File: config.mk
export PLATFORM = sky130hd
export DESIGN_NAME = dnn_mem_rd_path
export DESIGN_NICKNAME = d
export VERILOG_FILES = /design/src/logic/mem_bus_pkg.sv /design/src/logic/dnn_rd_pkg.sv /design/src/logic/dnn_mem_rd_path.sv /design/src/logic/rd_response_path.sv /design/src/logic/rd_sequencer.sv /design/src/logic/sync_fifo.sv
export SDC_FILE = /design/constraint.sdc
export NUM_CORES = 1
export LEC_CHECK = 0
export BUFFER_PORTS_ARGS = -buffer_cell sky130_fd_sc_hd__buf_2
export CORE_MARGIN = 2
export CORE_UTILIZATION = 60
export DETAILED_ROUTE_END_ITERATION = 6
export PLACE_DENSITY = 0.78
export SLEW_MARGIN = 5
export SYNTH_ARGS = -nofsm -noshare
export SYNTH_HDL_FRONTEND = slang
export SYNTH_SLANG_ARGS = --single-unit
File: constraint.sdc
create_clock -name clk -period 16.8 [get_ports clk]
set_input_delay 2.52 -clock clk [delete_from_list [all_inputs] [get_ports clk]]
set_output_delay 2.52 -clock clk [all_outputs]
set_load 0.01 [all_outputs]
File: src/logic/mem_bus_pkg.sv
// memory side of the read path: 64-bit byte addresses, one 8-byte beat per request, no write support
package mem_bus_pkg;

    // memory port widths
    // address is a full byte address, zero-extended from the accelerator side
    localparam int mem_addr_w = 64;

    // one response word per request
    localparam int mem_data_w = 64;

    // bytes covered by one beat
    // the sequencer steps the address by this amount
    localparam int beat_bytes = mem_data_w / 8;

    // request address as presented on mem_req_addr
    typedef logic [mem_addr_w-1:0] mem_addr_t;

    // response payload as returned on mem_resp_data
    // memory answers strictly in request order, so no id travels with it
    typedef logic [mem_data_w-1:0] mem_data_t;

endpackage
File: src/logic/dnn_rd_pkg.sv
// accelerator side of the read path: 32-bit addresses, beat counts up to 1023, power-of-two depths
package dnn_rd_pkg;

    import mem_bus_pkg::*;

    // accelerator address width
    localparam int dnn_addr_w = 32;

    // read length in 8-byte beats
    // a count of zero is legal and issues nothing
    localparam int beat_count_w = 10;

    // queue depths, each a power of two of at least 2
    // command queue lets a few commands wait behind the active one
    localparam int cmd_q_depth = 4;
    // requests waiting for the memory port
    localparam int req_q_depth = 8;
    // bounds the number of beats in flight
    localparam int tag_q_depth = 16;
    // responses waiting for room in the input buffer
    localparam int resp_q_depth = 8;

    // read command from the accelerator, 42 bits
    typedef struct packed {
        logic [dnn_addr_w-1:0]   address;
        logic [beat_count_w-1:0] beats;
    } rd_cmd_t;

    // per-beat tag kept until the matching response returns, 65 bits
    typedef struct packed {
        mem_addr_t address;
        logic      last;
    } rd_tag_t;

    // one beat written into the accelerator input buffer, 129 bits
    typedef struct packed {
        mem_addr_t address;
        mem_data_t data;
        logic      last;
    } inbuf_beat_t;

    // sequencer states
    typedef enum logic [0:0] {
        seq_idle,
        seq_issue
    } seq_state_t;

endpackage

File: src/logic/dnn_mem_rd_path.sv
// read-only adapter top; payloads must hold while valid is high, one response per request in order
`timescale 1ns/1ps

module dnn_mem_rd_path (
    input  logic                    clk,
    input  logic                    rst,

    // read commands from the accelerator
    input  logic                    rd_valid,
    input  dnn_rd_pkg::rd_cmd_t     rd_cmd,
    output logic                    rd_ready,

    // memory request channel
    output logic                    mem_req_valid,
    output mem_bus_pkg::mem_addr_t  mem_req_addr,
    input  logic                    mem_req_ready,

    // memory response channel
    input  logic                    mem_resp_valid,
    input  mem_bus_pkg::mem_data_t  mem_resp_data,
    output logic                    mem_resp_ready,

    // accelerator input buffer
    input  logic                    inbuf_full,
    output logic                    inbuf_push,
    output dnn_rd_pkg::inbuf_beat_t inbuf_beat
);

    import mem_bus_pkg::*;
    import dnn_rd_pkg::*;

    // command queue
    rd_cmd_t cmd_head;
    logic    cmd_full;
    logic    cmd_empty;
    logic    cmd_push;
    logic    cmd_pop;

    // request queue
    mem_addr_t beat_addr;
    logic      req_full;
    logic      req_empty;
    logic      req_pop;

    // sequencer to both queues
    rd_tag_t beat_tag;
    logic    beat_push;
    logic    tag_full;

    // commands are taken whenever the queue has a free slot
    assign rd_ready = !cmd_full;
    assign cmd_push = rd_valid && rd_ready;

    sync_fifo #(
        .width ($bits(rd_cmd_t)),
        .depth (cmd_q_depth)
    ) i_cmd_q (
        .clk   (clk),
        .rst   (rst),
        .push  (cmd_push),
        .wdata (rd_cmd),
        .full  (cmd_full),
        .pop   (cmd_pop),
        .rdata (cmd_head),
        .empty (cmd_empty)
    );

    rd_sequencer i_seq (
        .clk       (clk),
        .rst       (rst),
        .cmd       (cmd_head),
        .cmd_empty (cmd_empty),
        .cmd_pop   (cmd_pop),
        .req_full  (req_full),
        .tag_full  (tag_full),
        .beat_push (beat_push),
        .beat_addr (beat_addr),
        .beat_tag  (beat_tag)
    );

    // head of the request queue drives the memory port directly
    sync_fifo #(
        .width ($bits(mem_addr_t)),
        .depth (req_q_depth)
    ) i_req_q (
        .clk   (clk),
        .rst   (rst),
        .push  (beat_push),
        .wdata (beat_addr),
        .full  (req_full),
        .pop   (req_pop),
        .rdata (mem_req_addr),
        .empty (req_empty)
    );

    assign mem_req_valid = !req_empty;
    assign req_pop       = mem_req_valid && mem_req_ready;

    // tag queue lives with the response side
    rd_response_path i_resp (
        .clk            (clk),
        .rst            (rst),
        .tag_push       (beat_push),
        .tag_in         (beat_tag),
        .tag_full       (tag_full),
        .mem_resp_valid (mem_resp_valid),
        .mem_resp_data  (mem_resp_data),
        .mem_resp_ready (mem_resp_ready),
        .inbuf_full     (inbuf_full),
        .inbuf_push     (inbuf_push),
        .inbuf_beat     (inbuf_beat)
    );

endmodule

File: src/logic/rd_response_path.sv
// pairs in-order memory responses with issued tags; memory must return exactly one response per request
`timescale 1ns/1ps

module rd_response_path (
    input  logic                    clk,
    input  logic                    rst,
    input  logic                    tag_push,
    input  dnn_rd_pkg::rd_tag_t     tag_in,
    output logic                    tag_full,
    input  logic                    mem_resp_valid,
    input  mem_bus_pkg::mem_data_t  mem_resp_data,
    output logic                    mem_resp_ready,
    input  logic                    inbuf_full,
    output logic                    inbuf_push,
    output dnn_rd_pkg::inbuf_beat_t inbuf_beat
);

    import mem_bus_pkg::*;
    import dnn_rd_pkg::*;

    rd_tag_t   tag_head;
    logic      tag_empty;
    mem_data_t resp_head;
    logic      resp_empty;
    logic      resp_full;
    logic      resp_push;
    logic      merge;

    // tags of beats in flight, oldest at the head
    sync_fifo #(
        .width ($bits(rd_tag_t)),
        .depth (tag_q_depth)
    ) i_tag_q (
        .clk   (clk),
        .rst   (rst),
        .push  (tag_push),
        .wdata (tag_in),
        .full  (tag_full),
        .pop   (merge),
        .rdata (tag_head),
        .empty (tag_empty)
    );

    // accept responses while there is room
    assign mem_resp_ready = !resp_full;
    assign resp_push      = mem_resp_valid && mem_resp_ready;

    sync_fifo #(
        .width ($bits(mem_data_t)),
        .depth (resp_q_depth)
    ) i_resp_q (
        .clk   (clk),
        .rst   (rst),
        .push  (resp_push),
        .wdata (mem_resp_data),
        .full  (resp_full),
        .pop   (merge),
        .rdata (resp_head),
        .empty (resp_empty)
    );

    // responses come back in order, so heads always belong together
    // both queues pop on the same cycle as the push
    assign merge = !tag_empty && !resp_empty && !inbuf_full;

    assign inbuf_push = merge;
    assign inbuf_beat = '{
        address: tag_head.address,
        data:    resp_head,
        last:    tag_head.last
    };

endmodule

File: src/logic/rd_sequencer.sv
// splits one command at a time into 8-byte beats; address wraps at 4 GiB, zero-beat commands are dropped
`timescale 1ns/1ps

module rd_sequencer (
    input  logic                   clk,
    input  logic                   rst,
    input  dnn_rd_pkg::rd_cmd_t    cmd,
    input  logic                   cmd_empty,
    output logic                   cmd_pop,
    input  logic                   req_full,
    input  logic                   tag_full,
    output logic                   beat_push,
    output mem_bus_pkg::mem_addr_t beat_addr,
    output dnn_rd_pkg::rd_tag_t    beat_tag
);

    import mem_bus_pkg::*;
    import dnn_rd_pkg::*;

    seq_state_t state;
    seq_state_t state_next;

    // active command, address of the next beat and beats still to issue
    logic [dnn_addr_w-1:0]   cur_addr;
    logic [dnn_addr_w-1:0]   cur_addr_next;
    logic [beat_count_w-1:0] beats_left;
    logic [beat_count_w-1:0] beats_left_next;

    logic last_beat;
    logic room;

    // final beat of the active command
    assign last_beat = (beats_left == beat_count_w'(1));

    // request and tag queues are pushed together, so both need space
    assign room = !req_full && !tag_full;

    always_comb begin
        state_next      = state;
        cur_addr_next   = cur_addr;
        beats_left_next = beats_left;
        cmd_pop         = 1'b0;
        beat_push       = 1'b0;

        case (state)
            seq_idle: begin
                if (!cmd_empty) begin
                    // take the head command
                    cmd_pop = 1'b1;
                    // empty command is consumed and nothing issued
                    if (cmd.beats != '0) begin
                        cur_addr_next   = cmd.address;
                        beats_left_next = cmd.beats;
                        state_next      = seq_issue;
                    end
                end
            end
            seq_issue: begin
                // one beat per cycle while downstream has room
                if (room) begin
                    beat_push       = 1'b1;
                    cur_addr_next   = cur_addr + dnn_addr_w'(beat_bytes);
                    beats_left_next = beats_left - 1'b1;
                    if (last_beat) begin
                        // back to idle, next command loads one cycle later
                        state_next = seq_idle;
                    end
                end
            end
            default: begin
                state_next = seq_idle;
            end
        endcase
    end

    always_ff @(posedge clk) begin
        if (rst) begin
            state      <= seq_idle;
            beats_left <= '0;
        end else begin
            state      <= state_next;
            beats_left <= beats_left_next;
        end
    end

    // address register only meaningful in issue
    always_ff @(posedge clk) begin
        cur_addr <= cur_addr_next;
    end

    // zero-extend to the memory address width
    assign beat_addr = mem_addr_w'(cur_addr);

    // tag carries what the input buffer needs alongside the data
    assign beat_tag = '{address: beat_addr, last: last_beat};

endmodule

File: src/logic/sync_fifo.sv
// show-ahead FIFO; depth must be a power of two >= 2, callers must not push when full or pop when empty
`timescale 1ns/1ps

module sync_fifo #(
    parameter int width = 8,
    parameter int depth = 4
) (
    input  logic             clk,
    input  logic             rst,
    input  logic             push,
    input  logic [width-1:0] wdata,
    output logic             full,
    input  logic             pop,
    output logic [width-1:0] rdata,
    output logic             empty
);

    // pointer and occupancy widths follow the depth
    localparam int ptr_w = $clog2(depth);
    localparam int cnt_w = ptr_w + 1;

    // storage, no reset needed on the payload
    logic [width-1:0] mem [depth];

    logic [ptr_w-1:0] wr_ptr;
    logic [ptr_w-1:0] rd_ptr;
    logic [cnt_w-1:0] count;

    // write side
    always_ff @(posedge clk) begin
        if (push) begin
            mem[wr_ptr] <= wdata;
        end
    end

    // pointers wrap naturally since depth is a power of two
    always_ff @(posedge clk) begin
        if (rst) begin
            wr_ptr <= '0;
            rd_ptr <= '0;
            count  <= '0;
        end else begin
            if (push) begin
                wr_ptr <= wr_ptr + 1'b1;
            end
            if (pop) begin
                rd_ptr <= rd_ptr + 1'b1;
            end
            // occupancy holds when push and pop coincide
            case ({push, pop})
                2'b10:   count <= count + 1'b1;
                2'b01:   count <= count - 1'b1;
                default: count <= count;
            endcase
        end
    end

    // head word always visible
    assign rdata = mem[rd_ptr];

    assign empty = (count == '0);
    assign full  = (count == cnt_w'(depth));

endmodule

-- Word-level counts from Yosys, hierarchy flattened
Memory sizes are Yosys's and may differ from the RTL's. A register that Yosys moved wholly into a read port is not among the register bits.
Cells that the tools add are included.
- memory bits (writable): 1464
- register bits after elaboration: 83
- memories: 4
- output and inout port bits: 197
- ROM bits: 0
- latch bits: 0
- add/sub/neg operators: 18
- bitwise operators: 1
- shift-type cells: 0
- eq/ne operators: 16
- multiply operators: 0
- reductions and logical operators: 24
- order comparisons: 0
- div/mod/pow operators: 0
- mux-type cells: 35
- memories (name ; depth ; width ; read ports ; clocked after Yosys merged registers in ; wr ports ; line ; source):
    i_resp.i_tag_q.mem ; 16 ; 33 ; 1 ; 1 ; 1 ; sync_fifo.sv:23 ; logic [width-1:0] mem [depth];
    i_resp.i_resp_q.mem ; 8 ; 64 ; 1 ; 1 ; 1 ; sync_fifo.sv:23 ;
    i_req_q.mem ; 8 ; 32 ; 1 ; 1 ; 1 ; sync_fifo.sv:23 ;
    i_cmd_q.mem ; 4 ; 42 ; 1 ; 1 ; 1 ; sync_fifo.sv:23 ;
- operator list (cell ; count):
    $mux 32 ; 3
    $pmux 32 s2 ; 1
    $add 32x4->32 const B ; 1
    $mux 10 ; 3
    $pmux 10 s2 ; 1
    $add 4x1->4 const B ; 4
    $pmux 4 s2 ; 2
    $add 3x1->3 const B ; 5
    $mux 1 ; 14
    $mux 3 ; 4
    $eq 10x1->1 const B ; 1
    $pmux 5 s2 ; 1
    $reduce_bool 10->1 ; 1
    $sub 10x1->10 const B ; 1
    $eq 2x1->1 const B ; 4
    $eq 2x2->1 const B ; 4
    $eq 4x4->1 const B ; 2
    $logic_not 1->1 ; 8
    $logic_not 4->1 ; 2
    $mux 4 ; 2
    $reduce_bool 2->1 ; 4
    $sub 4x1->4 const B ; 2
    $logic_and 1x1->1 ; 6
    $pmux 3 s2 ; 1
    14 further kinds ; 17

-- Longest topological paths before layout
Gate-level depths: netlist (run 1).
- word-level depth: 7
- mapped depth: 12

-- By module
From an unflattened synthesis (run 1), not the netlist that was laid out.
- cell total of the unflattened synthesis: 3979
- area total of the unflattened synthesis: 89462.1 um2
- modules (own cells, without submodules) (module ; cells an instance ; seq. area each (um2) ; area an instance (um2) ; instances):
    sync_fifo (i_resp.i_tag_q) ; 1701 ; 31570.3 ; 39814.4 ; 1
    sync_fifo (i_req_q ...) ; 810 ; 15635.0 ; 19844.0 ; 2
    sync_fifo (i_cmd_q) ; 267 ; 5225.0 ; 6547.5 ; 1
    rd_sequencer ; 384 ; 1181.1 ; 3372.0 ; 1
    dnn_mem_rd_path ; 4 ; 0.0 ; 20.0 ; 1
    rd_response_path ; 3 ; 0.0 ; 20.0 ; 1

-- Worst setup path before layout (run 1)
No wires, ideal clock.
- path kind: input-to-reg
- start point: input port mem_resp_valid
- end point: memory i_resp.i_resp_q.mem[0][0] in the netlist's numbering (enable)
- stages: 2
- setup slack: 7393 ps
- required time: 16156 ps
- buffers on the path: 0
- arrival time: 8763 ps
- path through: nand2_1 -> nor4_1
- longest elaborated chain between the ends: 3
- RTL lines (what ; line ; source):
    start: declaration ; dnn_mem_rd_path.sv:19 ; input logic mem_resp_valid,
    $logic_and 1x1->1 ; rd_response_path.sv:46 ; assign resp_push = mem_resp_valid && mem_resp_ready;
    $mux 1 ; sync_fifo.sv:31 ; if (push) begin
    $mux 1 (implied by the code) ; sync_fifo.sv:32 ; mem[wr_ptr] <= wdata;
    end: declaration ; sync_fifo.sv:23 ;
No other way between the ends.

==> results of run 1 <==
-- cell families after synthesis --
kind of cell	after synthesis
xor+xnor	57
other cells	1
fa+ha+maj	28
buf+inv	209
flops	1559
simple gates	249
mux	502
compound gates	100
-- flip-flops by register name, summed over array words and instances, names as in the netlist, 3 cells and up, named ones only --
| signal | flops |
|---|---|
| i_resp.i_resp_q.wr_ptr | 3 |
| i_cmd_q.mem | 168 |
| i_resp.i_tag_q.wr_ptr | 4 |
| i_resp.i_tag_q.count | 5 |
| i_req_q.mem | 256 |
| i_seq.cur_addr | 32 |
| i_seq.beats_left | 10 |
| i_resp.i_resp_q.mem | 512 |
| i_req_q.rd_ptr | 3 |
| i_resp.i_resp_q.count | 4 |
| i_cmd_q.count | 3 |
| i_req_q.wr_ptr | 3 |
| i_resp.i_tag_q.rd_ptr | 4 |
| i_req_q.count | 4 |
| i_resp.i_tag_q.mem | 528 |
| i_resp.i_resp_q.rd_ptr | 3 |
-- cell type report --
type	instances	area, sq um	share of cell area (%)
well taps	1298	1620	2.40
multi-input cells	1000	13300	19.7
clock inverters	90	778	1.15
inverters	22	82.6	0.122
diodes	8	20.0	0.0296
clock buffers	187	3970	5.86
repair buffers	299	1630	2.42
flip-flops and latches	1559	46200	68.3
-- routing by layer --
metal	vias up	part of all wire [%]	GRT usage (%)
met5	-	0.12	0
met4	24	3.0	8.78
met3	317	8.3	5.59
met2	1422	53	44.8
met1	14700	36	32.4
li1	11800	-	-
-- critical path: cells and delay by family, from the launching register on --
family	cells	cell delay, ps
DFF	1	760
buffers and inverters	2	1080
muxes	2	1260
-- power by group through the flow --
| stage | logic (uW) | registers [uW] | clock network [uW] |
|---|---|---|---|
| 4_1_cts | 1610 | 5400 | 3290 |
| 3_3_place_gp | 1530 | 5410 | 0 |
| 5_1_grt | 1710 | 5450 | 3430 |
| 2_1_floorplan | 1150 | 5180 | 0 |
| 3_5_place_dp | 1590 | 5480 | 0 |
| 6_report | 1590 | 5390 | 3240 |
-- placed cells by master (no fill, tap or decap), types with 11 or more instances in the layout --
master	Yosys	layout
edfxtp_1	1496	1496
mux4_2	392	392
buf_2	32	244
clkbuf_16	0	152
mux2_2	98	98
nand2_1	71	71
conb_1	1	64
buf_4	64	55
nor2_1	68	52
dfxtp_1	63	51
o21ai_0	38	38
clkbuf_1	73	32
clkinv_1	1	31
clkinv_2	0	30
xor2_1	29	29
xnor2_1	28	28
a21oi_1	27	27
ha_1	27	27
inv_1	20	20
nand3_1	17	17
nor2_4	0	16
nor3_1	22	11
nor3_2	0	11
-- stage by stage --
stage / utilization (%) / hold WS (ps) / std cells
floorplan: - / 454 / 2768
global placement: 63.1 / 478 / 4178
CTS: 67.8 / 494 / 4455
global route: 67.8 / 519 / 4461
finish: 67.8 / 487 / 4463
detailed placement: 63.1 / 485 / 4178
-- cell usage after synthesis (2+ instances only) --
cell type / count
a21o_1: 2
and3b_1: 2
o22ai_1: 2
and2_1: 6
nand2b_1: 5
o21ai_0: 38
a21boi_0: 3
mux4_2: 392
nand2_1: 71
and4_1: 6
buf_4: 64
nand3b_1: 4
buf_2: 32
mux2_2: 98
buf_1: 16
or3b_2: 2
mux4_1: 7
nand4_1: 7
o31ai_1: 7
edfxtp_1: 1496
and3_1: 8
dfxtp_1: 63
nor3_1: 22
inv_1: 20
nor4_2: 3
nor2_1: 68
o21a_1: 3
mux2i_1: 5
xor2_1: 29
nor4_1: 10
nand3_1: 17
nor2b_1: 3
or3_1: 4
a21oi_1: 27
o311ai_0: 6
nor3b_1: 5
ha_1: 27
clkbuf_1: 73
nor4b_1: 3
xnor2_1: 28
-- worst max-delay path by stage --
stage                         from                   endpoint  slack (ps)
floorplan           mem_resp_valid  i_resp.i_resp_q.mem[0][0]        7390
global placement        inbuf_full                 inbuf_push       10960
detailed placement      inbuf_full                 inbuf_push       10980
CTS                           flop             inbuf_beat[66]       10220
global route                  flop             inbuf_beat[66]       10050
finish                        flop             inbuf_beat[66]       10360
==> flow_summary.ini, run 1 <==
[run_status]
status = finished clean

[run]
cap_viol_max_count = 0

[critical_path]
cp_cell_sequence = buf_4, mux4_2, mux4_2, buf_2
startpoint_type = flop
cp_slowest_cell = buf_4
cp_max_fo = 52
ff2ff_setup_slack_ps = 13070
arrival_ps = 3920
crit_path_end_kind = primary output
r2r-end = i_seq.cur_addr[13]
ff2ff_path_depth = 6
slowest_delay_ps = 900
worstPathRequired_ps = 14280
path_class = reg -> out
crit_path_frequent_cell = mux4_2

[die]
fp-row-count = 116
io_pins = 309
start_util_pct = 60.3
core_region_area_sq_um = 99700
die-area_sq_um = 103000
die_w_microns = 321
chipHeight_microns = 321

[timing]
skew_ps = 32.2
setup_slack_ps = 10360
slew_violations = 0
slew_headroom_pct = 20.6
fin_crit_ps = 6440
setup_viol = 0
max_freq_mhz = 155
worst_pin_slew_ps = 1190
fin_crit_sh_pct = 38.3
hold_violations = 0
rsz0062_at_grt = no
setup_tns_ps = 0

[logic_synthesis]
synth_top_family_by_area = multiplexers
ys_seq_area_share_pct = 76.8
yosys.area.top_type = edfxtp_1
muxShareOfSynthArea_pct = 16.9
ys_async_sr_fraction_pct = 0
synth_xor_area_share_pct = 0.830
syn_area_sq_um = 60100
yosysTopAreaCellShare_pct = 74.7
synth_area_per_cell_sq_um = 22.2
synthTopCellsByArea = edfxtp_1 (75%), mux4_2 (15%), dfxtp_1 (2.1%)
synth-compound-area-share_pct = 1.02
ys_ff_latch = 1559
syn_inst = 2705
synth_cell_types = 61
synth_ff_type = edfxtp_1
synthSimpleGateAreaFrac_pct = 2.05
synth_fa_ha_area_share_pct = 0.595
synth_edf_count = 1496
yosysWarnings = 0

[power_and_ir_drop]
power_frac_clock_pct = 31.7
internal_power_uw = 7430
power.share.sequential_pct = 52.7
power_leakage_uw = 0.0214
vdd_ir_drop_max_mv = 0.111
combinationalPowerShare_pct = 15.6
p_per_area_nw_per_um2 = 151
swShare_pct = 27.4
p_sw_uw = 2800
power_uw = 10200

[global_routing]
grt_pass1_wl_mm = 193
grtUsageTotal_pct = 25.8
grt_max_degree = 82
grt_pass1_vias = 30200
antenna_found_initial = 20
grt.overflow.total = 0

[place]
gp_congestion = 0.793
dp_slack_ps = 10980
hpwl_mm = 69.9
port-buffer-count = 244
postPlaceCellArea_sq_um = 62900

[min_path]
min_path_cells = 2
min-delay-start = i_req_q.rd_ptr[1]
hp-class = reg -> reg

[drt]
num_vias = 28300
ant_nets = 0
totalWireLength_mm = 130
drt_pass1_iterations = 6
routedWlPerCell_microns = 29.2
via_per_inst = 6.35
drtIter0Drc = 3395
drc = 0

[clock_tree]
ctsResizeCount = 0
clock_sinks = 1559
clkLatencyLatePin_ps = 770
cts-root-buf = clkbuf_16
post_cts_buffers = 0
cts_buffers = 151
cts_tree = yes
cts-htree-levels = 4
ctsHoldBuffers = 0
clk_pin_slew_ps = 60
clockBufferDepth = 3

[cells_and_area]
final_layout_size_suffix_gt1_share_pct = 33.6
area_delta_synth_final_pct = 12.5
stdcell_area_sq_um = 67600
finalNetCount = 3173
nFillCells = 5872
Note: power is estimated with default switching activity, not from simulation.
==> inputs of run 2 (changes only) <==
Settings changed: ABC_AREA set to 1, CORE_UTILIZATION 60 to 55, PLACE_DENSITY 0.78 to 0.76.
Clock period 16.8 ns to 5.9 ns, I/O delays scaled along.
==> flow_summary.ini, run 2 <==
[cells_and_area]
fin_cells = 6555
final_layout_size_suffix_gt1_share_pct = 11.5
regMostFlops = i_resp.i_tag_q.mem
reg_top3 = i_resp.i_tag_q.mem: 528 flops, i_resp.i_resp_q.mem: 512 flops, i_req_q.mem: 256 flops
area_delta_synth_final_pct = 11.8
layout_commonest_cell = edfxtp_1
mostFrequentLayoutCells = edfxtp_1 (1496), nor2_1 (790), o21ai_0 (648)
finalNetCount = 5071
largest_reg_flops = 528

[logic_synthesis]
synth_ff_type = edfxtp_1
ys_seq_area_share_pct = 74.4
synth_cell_types = 37
synth_xor_area_share_pct = 0.423
muxShareOfSynthArea_pct = 2.14
synth_fa_ha_area_share_pct = 0.576
syn_area_sq_um = 62100
synth_edf_count = 1496
synth_area_per_cell_sq_um = 13.1
synth-compound-area-share_pct = 10.8
yosys.area.top_type = edfxtp_1
yosysTopAreaCellShare_pct = 72.3
syn_inst = 4744
synthTopCellsByArea = edfxtp_1 (72%), o21ai_0 (5.2%), nor2_1 (5.0%)
ys_async_sr_fraction_pct = 0
synthTopCellsByCount = edfxtp_1 (1496), nor2_1 (826), o21ai_0 (648), nand2_1 (249), inv_1 (219)
post-synth-top-count-cell = edfxtp_1
ys_ff_latch = 1559
synth_top_family_by_area = compound AO/OA/AOI/OAI gates
synthSimpleGateAreaFrac_pct = 7.59
yosysWarnings = 0

[timing]
hold_violations = 0
setup_tns_ps = 0
worst_pin_slew_ps = 1240
rsz0062_at_grt = no
timing.hold.ws_ps = 338
setup_viol = 0
fin_crit_ps = 4170
slew_violations = 0
fin_crit_sh_pct = 70.8
slew_headroom_pct = 17.2
skew_ps = 27.1
max_freq_mhz = 240

[drt]
drtIter0Drc = 4190
drt_pass1_iterations = 6
totalWireLength_mm = 143
ant_nets = 0
routedWlPerCell_microns = 21.8
num_vias = 38300
drc = 0
via_per_inst = 5.85

[critical_path]
startpoint_type = flop
crit_path_end_kind = primary output
slowest_delay_ps = 600
cp_max_fo = 82
cp_cell_sequence = inv_6, buf_4, o21ai_0, o211ai_1, nand2_1, buf_2
cp_slowest_cell = buf_4
worstPathRequired_ps = 5020
path_class = reg -> out
arrival_ps = 3290

[die]
fp-row-count = 123
die-area_sq_um = 116000
chipHeight_microns = 340
core_region_area_sq_um = 112000
io_pins = 309
die_w_microns = 340
start_util_pct = 55.4

[power_and_ir_drop]
vdd_ir_drop_max_mv = 0.360
power_leakage_uw = 0.0236
power_uw = 32900
p_per_area_nw_per_um2 = 474

[min_path]
hp-class = in -> reg

[global_routing]
grtUsageTotal_pct = 24.4
antenna_found_initial = 25
grt_pass1_vias = 36900
grt.overflow.total = 0
grt_pass1_wl_mm = 215
grt_max_degree = 257

[clock_tree]
ctsHoldBuffers = 0
cts_buffers = 150
cts_tree = yes
post_cts_buffers = 0
clk_pin_slew_ps = 60
clkLatencyLatePin_ps = 770
clockBufferDepth = 3
clock_sinks = 1559
ctsResizeCount = 0
cts-htree-levels = 4
cts-root-buf = clkbuf_16

[place]
dp_cells = 6279
gp_congestion = 0.819
port-buffer-count = 244
hpwl_mm = 78.2

[run]
cap_viol_max_count = 0

[run_status]
status = finished clean
run 2: area by class of cell:
| cell class | instances | area [sq um] |
|---|---|---|
| Timing Repair Buffer | 321 | 1860 |
| Fill cell | 8080 | 42800 |
| Tap cell | 1500 | 1880 |
| Sequential cell | 1559 | 46200 |
| Multi-Input combinational cell | 2674 | 13900 |
| Clock buffer | 191 | 4000 |
| Inverter | 225 | 861 |
| Antenna cell | 12 | 30.0 |
| Clock inverter | 73 | 667 |
run 2: worst paths after layout:
check | slack, ps | start | cells past startpoint | end
max | 1730 | flop | 6 | inbuf_beat[73]
min | 340 | rd_cmd[38] | 1 | i_cmd_q.mem[2][38]
max reg2reg | 2740 | flop | 12 | i_seq.beats_left[6]
min reg2reg | 470 | i_resp.i_resp_q.rd_ptr[2] | 1 | i_resp.i_resp_q.rd_ptr[2]
run 2: metrics by stage:
step / util (%) / setup WS, ps / cell area (sq um)
2_1_floorplan: - / 1510 / 62300
3_3_place_gp: 57.7 / 2450 / 64700
3_5_place_dp: 57.7 / 2450 / 64700
4_1_cts: 61.9 / 1600 / 69400
5_1_grt: 61.9 / 1540 / 69400
6_report: 61.9 / 1730 / 69400
run 2: metal layers:
metal | vias up | track usage, % | wire length, microns
met5 | - | 0 | 224
met4 | 34 | 9.08 | 4230
met3 | 265 | 5.66 | 13800
met2 | 1730 | 40.3 | 70200
met1 | 18700 | 31.6 | 54200
li1 | 17600 | - | -
run 2: cell families after synthesis:
kind of cell / Yosys count
adder cells (fa/ha/maj): 28
multiplexers: 133
AND/OR/NAND/NOR: 1205
buffers and inverters: 574
flip-flops: 1559
AO/OA/AOI/OAI: 1214
XOR/XNOR: 30
other: 1
run 2: power breakdown:
part	switching [uW]	total, uW	internal, uW
registers	1330	15400	14000
logic	5710	8330	2620
clock network	3970	9210	5230
total	11000	32900	21900
run 2: worst max-delay path: cells and delay by family, from the launching register on:
kind	cells	cell delay (ps)
AND/OR/NAND/NOR	1	200
buffers and inverters	3	1370
flip-flops	1	470
AO/OA/AOI/OAI	2	420
